File: config.mk
export PLATFORM = sky130hd
export DESIGN_NAME = prefetch_top
export DESIGN_NICKNAME = d
export VERILOG_FILES = /design/src/hw/pf_pkg.sv /design/src/hw/fetch_fifo.sv /design/src/hw/fetch_pc_gen.sv /design/src/hw/fetch_rsp_join.sv /design/src/hw/prefetch_top.sv
export VERILOG_INCLUDE_DIRS = /design/src /design/src/hw
export SDC_FILE = /design/constraint.sdc
export NUM_CORES = 1
export LEC_CHECK = 0
export BUFFER_PORTS_ARGS = -buffer_cell sky130_fd_sc_hd__buf_2
export CAP_MARGIN = 20
export CELL_PAD_IN_SITES_DETAIL_PLACEMENT = 1
export CELL_PAD_IN_SITES_GLOBAL_PLACEMENT = 1
export CORE_MARGIN = 2
export CORE_UTILIZATION = 55
export DETAILED_ROUTE_END_ITERATION = 8
export PLACE_DENSITY = 0.86
export SLEW_MARGIN = 5
export SYNTH_ARGS = -nofsm -noshare
export SYNTH_HDL_FRONTEND = slang
export SYNTH_SLANG_ARGS = --single-unit
File: constraint.sdc
create_clock -name clk -period 12.7 [get_ports clk]
set_input_delay 1.27 -clock clk [delete_from_list [all_inputs] [get_ports clk]]
set_output_delay 1.27 -clock clk [all_outputs]
set_load 0.02 [all_outputs]
File: src/hw/pf_macros.svh
`ifndef PF_MACROS_SVH
`define PF_MACROS_SVH

// Entries per queue, also the total credit budget of the prefetcher
`define PF_DEPTH 8

// Address and instruction word width
`define PF_XLEN 32

// First fetch address after reset
`define PF_RESET_PC 32'h8000_0000

// Occupancy and credit counters, must hold the value PF_DEPTH
`define PF_CNT_W 4

`endif

File: src/hw/pf_pkg.sv
`include "pf_macros.svh"

package pf_pkg;

   // Packet queue entry handed to decode
   typedef struct packed {
      logic [`PF_XLEN-1:0] pc;     // Address the word was fetched from
      logic [`PF_XLEN-1:0] instr;  // Raw instruction word
   } fetch_pkt_t;

   // In-order instruction memory answer
   typedef struct packed {
      logic [`PF_XLEN-1:0] data;   // Fetched word
   } mem_rsp_t;

   // Core redirect payload sampled with the redirect strobe
   typedef struct packed {
      logic [`PF_XLEN-1:0] target; // Word-aligned new fetch address
   } redirect_t;

endpackage

File: src/hw/fetch_fifo.sv
`timescale 1ns/1ps
`include "pf_macros.svh"

// Circular buffer queue, payload chosen by the instantiating block
module fetch_fifo #(
   parameter type T     = logic [`PF_XLEN-1:0], // Payload type
   parameter int  DEPTH = `PF_DEPTH             // Number of entries
) (
   input  logic                 clk,
   input  logic                 rst,
   input  logic                 flush,     // Drops every entry at the edge
   input  logic                 push,
   input  T                     push_data,
   output logic                 full,
   input  logic                 pop,
   output T                     pop_data,  // Head entry, valid while not empty
   output logic                 empty,
   output logic [`PF_CNT_W-1:0] count     // Entries held
);

   localparam int PTR_W = $clog2(DEPTH);
   localparam logic [PTR_W-1:0] LAST_PTR = PTR_W'(DEPTH - 1);      // Wrap point
   localparam logic [`PF_CNT_W-1:0] FULL_CNT = `PF_CNT_W'(DEPTH);

   T                     data_q [DEPTH]; // Entry storage
   logic [PTR_W-1:0]     wr_ptr;         // Next slot to write
   logic [PTR_W-1:0]     rd_ptr;         // Current head slot
   logic [`PF_CNT_W-1:0] cnt;            // Data counter
   logic                 wr_en;          // Accepted push
   logic                 rd_en;          // Accepted pop

   assign empty    = (cnt == '0);
   assign full     = (cnt == FULL_CNT);
   assign count    = cnt;
   assign pop_data = data_q[rd_ptr];     // Combinational head

   assign rd_en = pop & ~empty;          // Pop on empty ignored
   assign wr_en = push & (~full | rd_en); // Same-cycle pop frees the slot

   // Storage write port
   always_ff @(posedge clk) begin
      if (wr_en) begin
         data_q[wr_ptr] <= push_data;
      end
   end

   // Pointers and counter
   always_ff @(posedge clk) begin
      if (rst || flush) begin
         wr_ptr <= '0;
         rd_ptr <= '0;
         cnt    <= '0;
      end else begin
         if (wr_en) begin
            if (wr_ptr == LAST_PTR) begin
               wr_ptr <= '0;             // Wrap at depth
            end else begin
               wr_ptr <= wr_ptr + 1'b1;
            end
         end

         if (rd_en) begin
            if (rd_ptr == LAST_PTR) begin
               rd_ptr <= '0;             // Wrap at depth
            end else begin
               rd_ptr <= rd_ptr + 1'b1;
            end
         end

         if (wr_en && !rd_en) begin
            cnt <= cnt + 1'b1;           // Write only
         end else if (!wr_en && rd_en) begin
            cnt <= cnt - 1'b1;           // Read only
         end
      end
   end

   // The producer must respect its credit and never lose a push to a full queue
   a_no_overflow : assert property (
      @(posedge clk) disable iff (rst)
      (push && full && !flush) |-> pop
   ) else $error("fetch_fifo push while full without pop");

endmodule

File: src/hw/fetch_pc_gen.sv
`timescale 1ns/1ps
`include "pf_macros.svh"

// Sequential fetch address generator with credit-based flow control
module fetch_pc_gen
   import pf_pkg::*;
(
   input  logic                 clk,
   input  logic                 rst,
   input  logic                 redirect,      // Branch or jump strobe from core
   input  redirect_t            redirect_data,
   input  logic [`PF_CNT_W-1:0] pkt_count,     // Packets waiting for decode
   input  logic                 rsp_retire,    // One response joined or killed
   output logic                 mem_req,       // Registered request strobe
   output logic [`PF_XLEN-1:0]  mem_req_addr
);

   localparam int CREDIT_W = `PF_CNT_W + 1;
   localparam logic [CREDIT_W-1:0] CREDIT_MAX = CREDIT_W'(`PF_DEPTH);

   logic [`PF_XLEN-1:0]  next_pc;     // Address of the next request
   logic [`PF_XLEN-1:0]  issue_pc;    // Target wins over the sequential address
   logic [`PF_CNT_W-1:0] outstanding; // Requests not yet answered
   logic [CREDIT_W-1:0]  credit_used; // Outstanding plus queued packets
   logic                 issue;       // Request decided this cycle

   assign issue_pc    = redirect ? redirect_data.target : next_pc;
   assign credit_used = {1'b0, outstanding} + {1'b0, pkt_count};
   assign issue       = (credit_used < CREDIT_MAX); // A free packet slot is reserved

   // Request strobe, next address and credit counter
   always_ff @(posedge clk) begin
      if (rst) begin
         mem_req     <= 1'b0;
         next_pc     <= `PF_RESET_PC;
         outstanding <= '0;
      end else begin
         mem_req <= issue;
         if (issue) begin
            next_pc <= issue_pc + `PF_XLEN'(4); // Step one word
         end else begin
            next_pc <= issue_pc;                // Hold, or latch redirect target
         end

         if (issue && !rsp_retire) begin
            outstanding <= outstanding + 1'b1;
         end else if (!issue && rsp_retire) begin
            outstanding <= outstanding - 1'b1;
         end
      end
   end

   // Request address register
   always_ff @(posedge clk) begin
      if (issue) begin
         mem_req_addr <= issue_pc;
      end
   end

   // Credit bound across this block and the packet queue
   a_credit_bound : assert property (
      @(posedge clk) disable iff (rst)
      credit_used <= CREDIT_MAX
   ) else $error("fetch_pc_gen outstanding plus queued packets above depth");

   // Every retire must match a request issued earlier
   a_retire_owned : assert property (
      @(posedge clk) disable iff (rst)
      rsp_retire |-> (outstanding != '0)
   ) else $error("fetch_pc_gen retire with no outstanding request");

endmodule

File: src/hw/fetch_rsp_join.sv
`timescale 1ns/1ps
`include "pf_macros.svh"

// Matches in-order memory responses with their request addresses
module fetch_rsp_join
   import pf_pkg::*;
(
   input  logic                clk,
   input  logic                rst,
   input  logic                redirect,     // Discards every older request
   input  logic                mem_req,      // Request leaving this cycle
   input  logic [`PF_XLEN-1:0] mem_req_addr,
   input  logic                mem_rsp,
   input  mem_rsp_t            mem_rsp_data,
   output logic                rsp_retire,   // Frees one credit in the generator
   output logic                pkt_push,     // Write strobe into packet queue
   output fetch_pkt_t          pkt_data
);

   logic [`PF_XLEN-1:0]  req_head;  // Address of the oldest live request
   logic                 req_empty;
   logic [`PF_CNT_W-1:0] req_count; // Live requests awaiting data
   logic [`PF_CNT_W-1:0] kill_cnt;  // Responses still owed to a dead path
   logic [`PF_CNT_W:0]   kill_sum;  // Kill count after a redirect
   logic                 rsp_kill;  // Response dropped
   logic                 rsp_join;  // Response paired with its address

   fetch_fifo #(
      .T     (logic [`PF_XLEN-1:0]),
      .DEPTH (`PF_DEPTH)
   ) u_req_fifo (
      .clk       (clk),
      .rst       (rst),
      .flush     (redirect),
      .push      (mem_req),
      .push_data (mem_req_addr),
      .full      (),              // Bounded by the credit rule
      .pop       (rsp_join),
      .pop_data  (req_head),
      .empty     (req_empty),
      .count     (req_count)
   );

   assign rsp_kill   = mem_rsp & (kill_cnt != '0);  // Dead responses drain first
   assign rsp_join   = mem_rsp & (kill_cnt == '0);
   assign rsp_retire = rsp_kill | rsp_join;
   assign pkt_push   = rsp_join & ~redirect;        // Same-cycle response is stale

   assign pkt_data.pc    = req_head;
   assign pkt_data.instr = mem_rsp_data.data;

   // Dead requests include the one on the bus, less a response taken now
   assign kill_sum = {1'b0, kill_cnt} + {1'b0, req_count}
                   + {{`PF_CNT_W{1'b0}}, mem_req} - {{`PF_CNT_W{1'b0}}, mem_rsp};

   always_ff @(posedge clk) begin
      if (rst) begin
         kill_cnt <= '0;
      end else if (redirect) begin
         kill_cnt <= kill_sum[`PF_CNT_W-1:0];   // Never above depth
      end else if (rsp_kill) begin
         kill_cnt <= kill_cnt - 1'b1;
      end
   end

   // Memory answers only requests this block has recorded
   a_rsp_expected : assert property (
      @(posedge clk) disable iff (rst)
      mem_rsp |-> (!req_empty || (kill_cnt != '0))
   ) else $error("fetch_rsp_join response with nothing outstanding");

endmodule

File: src/hw/prefetch_top.sv
`timescale 1ns/1ps
`include "pf_macros.svh"

// Instruction prefetch queue between instruction memory and decode
module prefetch_top
   import pf_pkg::*;
(
   input  logic                clk,
   input  logic                rst,
   output logic                mem_req,       // Memory accepts every strobe
   output logic [`PF_XLEN-1:0] mem_req_addr,
   input  logic                mem_rsp,       // In-order answers
   input  mem_rsp_t            mem_rsp_data,
   input  logic                redirect,      // Flush and restart at target
   input  redirect_t           redirect_data,
   output logic                fetch_valid,   // Packet waiting at the head
   output fetch_pkt_t          fetch_pkt,
   input  logic                deq            // Pop strobe from decode
);

   logic                 rsp_retire;
   logic                 pkt_push;
   fetch_pkt_t           pkt_data;
   logic                 pkt_empty;
   logic [`PF_CNT_W-1:0] pkt_count;

   fetch_pc_gen u_pc_gen (
      .clk           (clk),
      .rst           (rst),
      .redirect      (redirect),
      .redirect_data (redirect_data),
      .pkt_count     (pkt_count),
      .rsp_retire    (rsp_retire),
      .mem_req       (mem_req),
      .mem_req_addr  (mem_req_addr)
   );

   fetch_rsp_join u_rsp_join (
      .clk          (clk),
      .rst          (rst),
      .redirect     (redirect),
      .mem_req      (mem_req),
      .mem_req_addr (mem_req_addr),
      .mem_rsp      (mem_rsp),
      .mem_rsp_data (mem_rsp_data),
      .rsp_retire   (rsp_retire),
      .pkt_push     (pkt_push),
      .pkt_data     (pkt_data)
   );

   fetch_fifo #(
      .T     (fetch_pkt_t),
      .DEPTH (`PF_DEPTH)
   ) u_pkt_fifo (
      .clk       (clk),
      .rst       (rst),
      .flush     (redirect),      // Queued packets belong to the old path
      .push      (pkt_push),
      .push_data (pkt_data),
      .full      (),              // Credit keeps a slot free
      .pop       (deq),
      .pop_data  (fetch_pkt),
      .empty     (pkt_empty),
      .count     (pkt_count)
   );

   assign fetch_valid = ~pkt_empty;

endmodule
==> run metrics <==
status=complete, no violations; grt ovf=0; f_max=roughly 190 MHz; crit-path leading delay family=buffers and inverters; number of flops mapped to enable cells by yosys=800; endpoints failing setup=0; Pwr per Cell Area=between 150 and 200 nW/um^2; crit path max fanout=45; Post-Syn Instances=1,633; min Tclk post-route=approximately 5400 ps; DRT iter0 DRCs=roughly 1.5k; final hold vios=0; cell with the most instances after synthesis=edfxtp_1; Final Core Density=63.43%; layout cells sized above 1=a little over a third; fin area=38,430 um^2; CP bufs+invs=4; Die H=approximately 250 um; initial antenna violation count=4; CTS buffer count=86; Worst Setup End Kind=output port; io pins=about 170; Max Root-Sink Buffers=3; syn avg cell area=20.74 um^2; Clock Sinks=867; net count after synthesis=roughly 1.7k; # resized after CTS=0; H-Tree Depth=3; period utilization=between 40% and 50%; vias per inst=6.224; Skew-Pair Late Insertion Delay=between 600 and 700 ps; Core Region=60,580 um^2; clock-pin slew of the registers on the worst-case setup and hold paths=~60 ps; unrepaired setup endpoints after global routing=false; Area contributors post-synth=edfxtp_1 71%, mux4_2 13%, mux2_2 4.2%; Port-buffer cells=between 150 and 200; DP Area=around 36,000 um^2; largest net degree at the start of global routing=66; register bit total from synthesis=867; global-route wire length before repair=between 100 and 150 mm; CP Cell Sequence=buf_4 > buf_4 > buf_16 > mux4_2 > mux2_2 > buf_2; post-synth design cell area=33,880 um^2; Final #Nets=around 1.9k; CP endpoint=fetch_pkt[13]; maximum vdd drop=approximately 0.00012 V; starting density of the core=55.92%; Area Overhead vs Synth=13.44%; Crit. path cell count=6; Fin Setup TNS=0 ps; via count=around 17k; die area=between 60,000 and 70,000 um^2; critical path arrival=4120 ps; Critical R2R Capture=u_pkt_fifo.data_q[2][58]$_DFFE_PP_; # placed instances=2,539; drt wl/cell=around 29 um; FF-to-FF setup slack=8960 ps; chip width=between 200 and 300 um; Post-synth top cells=800 x edfxtp_1, 192 x mux4_2, 126 x mux2_2; first drt pass iteration count=5; HP Class=register to register; Total Power=just over 0.007 W; vias in the first global route=18.29k; cts hold-fix bufs=0; worst-margin pin slew=roughly 1100 ps; Final ANT Viol Nets=0; max-slew violation count=0; Clock Skews=25.58 ps; relative slew slack=26.68%; crit start category=register; WL final=slightly below 80 mm; Total GRT Usage=about 25%; critical path's slowest cell=buf_4; Post-Layout Cell Count=about 2.7k; Critical Path RT=approximately 11,000 ps; RD Place Congestion=0.7663; Post-CTS Setup Repair Bufs=0; Async SR Flop Fraction=0%; R2R depth=8; Yosys cell types=52; Worst R2R Start=u_rsp_join.kill_cnt[0]$_SDFFE_PP0P_; Main synth FF type=edfxtp_1; hpwl dp=roughly 45 mm; Leakage Power=~13 nW; clock root buffer=clkbuf_16; Worst path most repeated cell=buf_4; number of cell rows=90; CTS tree=done; Crit Path Class=register to output port; filler instances=approximately 5k; Ys Warns=0; worst stage delay on the critical path=820 ps; post-synth top area cell=edfxtp_1; DRC=0; total of max-cap violations=0; area share of the largest cell type after synthesis=a little under three quarters; sequential share of the synthesized area=74.87%
[cell families (layout without fill, tap and decap cells)]
logic type / Yosys count / in the layout / share of synthesized area, %
compound gates: 70 / 70 / 1.370
xor+xnor: 22 / 22 / 0.5688
fa+ha+maj: 32 / 32 / 1.293
buf+inv: 102 / 384 / 1.293
flops: 867 / 867 / 74.87
mux: 333 / 333 / 17.40
other cells: 0 / 4 / 0
simple gates: 207 / 207 / 3.206
[stage by stage]
step	hold WS, ps	setup WS, ps
6_report	496.0	7307
5_1_grt	542.7	6925
4_1_cts	497.4	6861
3_5_place_dp	489.1	7584
3_3_place_gp	461.1	7680
2_1_floorplan	454.1	5058
[final cells by class]
cell class                      instances  area, um^2  area share [%]
Sequential cell                       867       25380           66.04
Multi-Input combinational cell        664        8155           21.22
Clock buffer                          116        2369           6.163
Timing Repair Buffer                  199        1099           2.859
Tap cell                              782       978.4           2.546
Clock inverter                         41       332.8          0.8661
Inverter                               28       105.1          0.2735
Antenna cell                            4       10.01         0.02605
[per-layer routing]
layer | GRT usage [%] | vias to the layer above | wire length, um
met1 | 33.25 | 8925 | 31550
met4 | 7.287 | 4 | 1608
met2 | 42.53 | 658 | 40190
met5 | 0 | - | 27
li1 | - | 7118 | -
met3 | 4.583 | 105 | 5056
[where the power goes]
part / total, W / switching (W) / leakage (nW) / internal, W
clock: 0.00245 / 0.00108 / 1.33 / 0.00138
sequential: 0.00373 / 0.000196 / 7.85 / 0.00353
combinational: 0.00107 / 0.000667 / 3.34 / 0.000402
[placed cells by master, fill, tap and decap left out, drive strengths merged, types with 2 or more instances in the layout]
cell	instances
a211oi	4
a21o	4
a21oi	21
a222oi	2
a22oi	5
a31oi	5
and3	3
and4	3
buf	199
bufinv	3
clkbuf	116
clkinv	31
clkinvlp	2
dfxtp	67
diode	4
edfxtp	800
fa	5
ha	27
inv	33
mux2	126
mux2i	15
mux4	192
nand2	37
nand2b	6
nand3	21
nand3b	11
nand4	5
nand4b	3
nor2	55
nor2b	18
nor3	19
nor3b	8
nor4	2
o21ai	19
or2	2
or3	3
or4	9
xnor2	10
xor2	12
[flip-flops by register name, indices dropped and copies added (netlist names), 4 cells and up, named ones only]
signal,flops
u_pkt_fifo.data_q,512
u_rsp_join.u_req_fifo.data_q,256
u_pc_gen.mem_req_addr,32
u_pc_gen.next_pc,32
u_pc_gen.outstanding,4
u_pkt_fifo.count,4
u_rsp_join.kill_cnt,4
u_rsp_join.u_req_fifo.count,4
[worst min-delay path: stages (launching register included)]
cell	delay, ps
dfxtp_1	320
o21ai_0	70
a21oi_1	60
[how the worst min path moves through the flow]
| stage | start | endpoint | cells after the start |
|---|---|---|---|
| 6_report | u_pc_gen.outstanding[3]$_SDFFE_PP0P_ | u_pc_gen.outstanding[3]$_SDFFE_PP0P_ | 2 |
| 5_1_grt | u_pkt_fifo.rd_ptr[1]$_SDFFE_PP0N_ | register | 2 |
| 4_1_cts | u_pc_gen.outstanding[3]$_SDFFE_PP0P_ | u_pc_gen.outstanding[3]$_SDFFE_PP0P_ | 2 |
| 3_5_place_dp | u_pc_gen.outstanding[3]$_SDFFE_PP0P_ | u_pc_gen.outstanding[3]$_SDFFE_PP0P_ | 2 |
| 3_3_place_gp | u_pkt_fifo.rd_ptr[2]$_SDFFE_PP0N_ | register | 2 |
| 2_1_floorplan | u_pkt_fifo.rd_ptr[1]$_SDFFE_PP0N_ | register | 2 |
(Power assumes the default switching activity.)
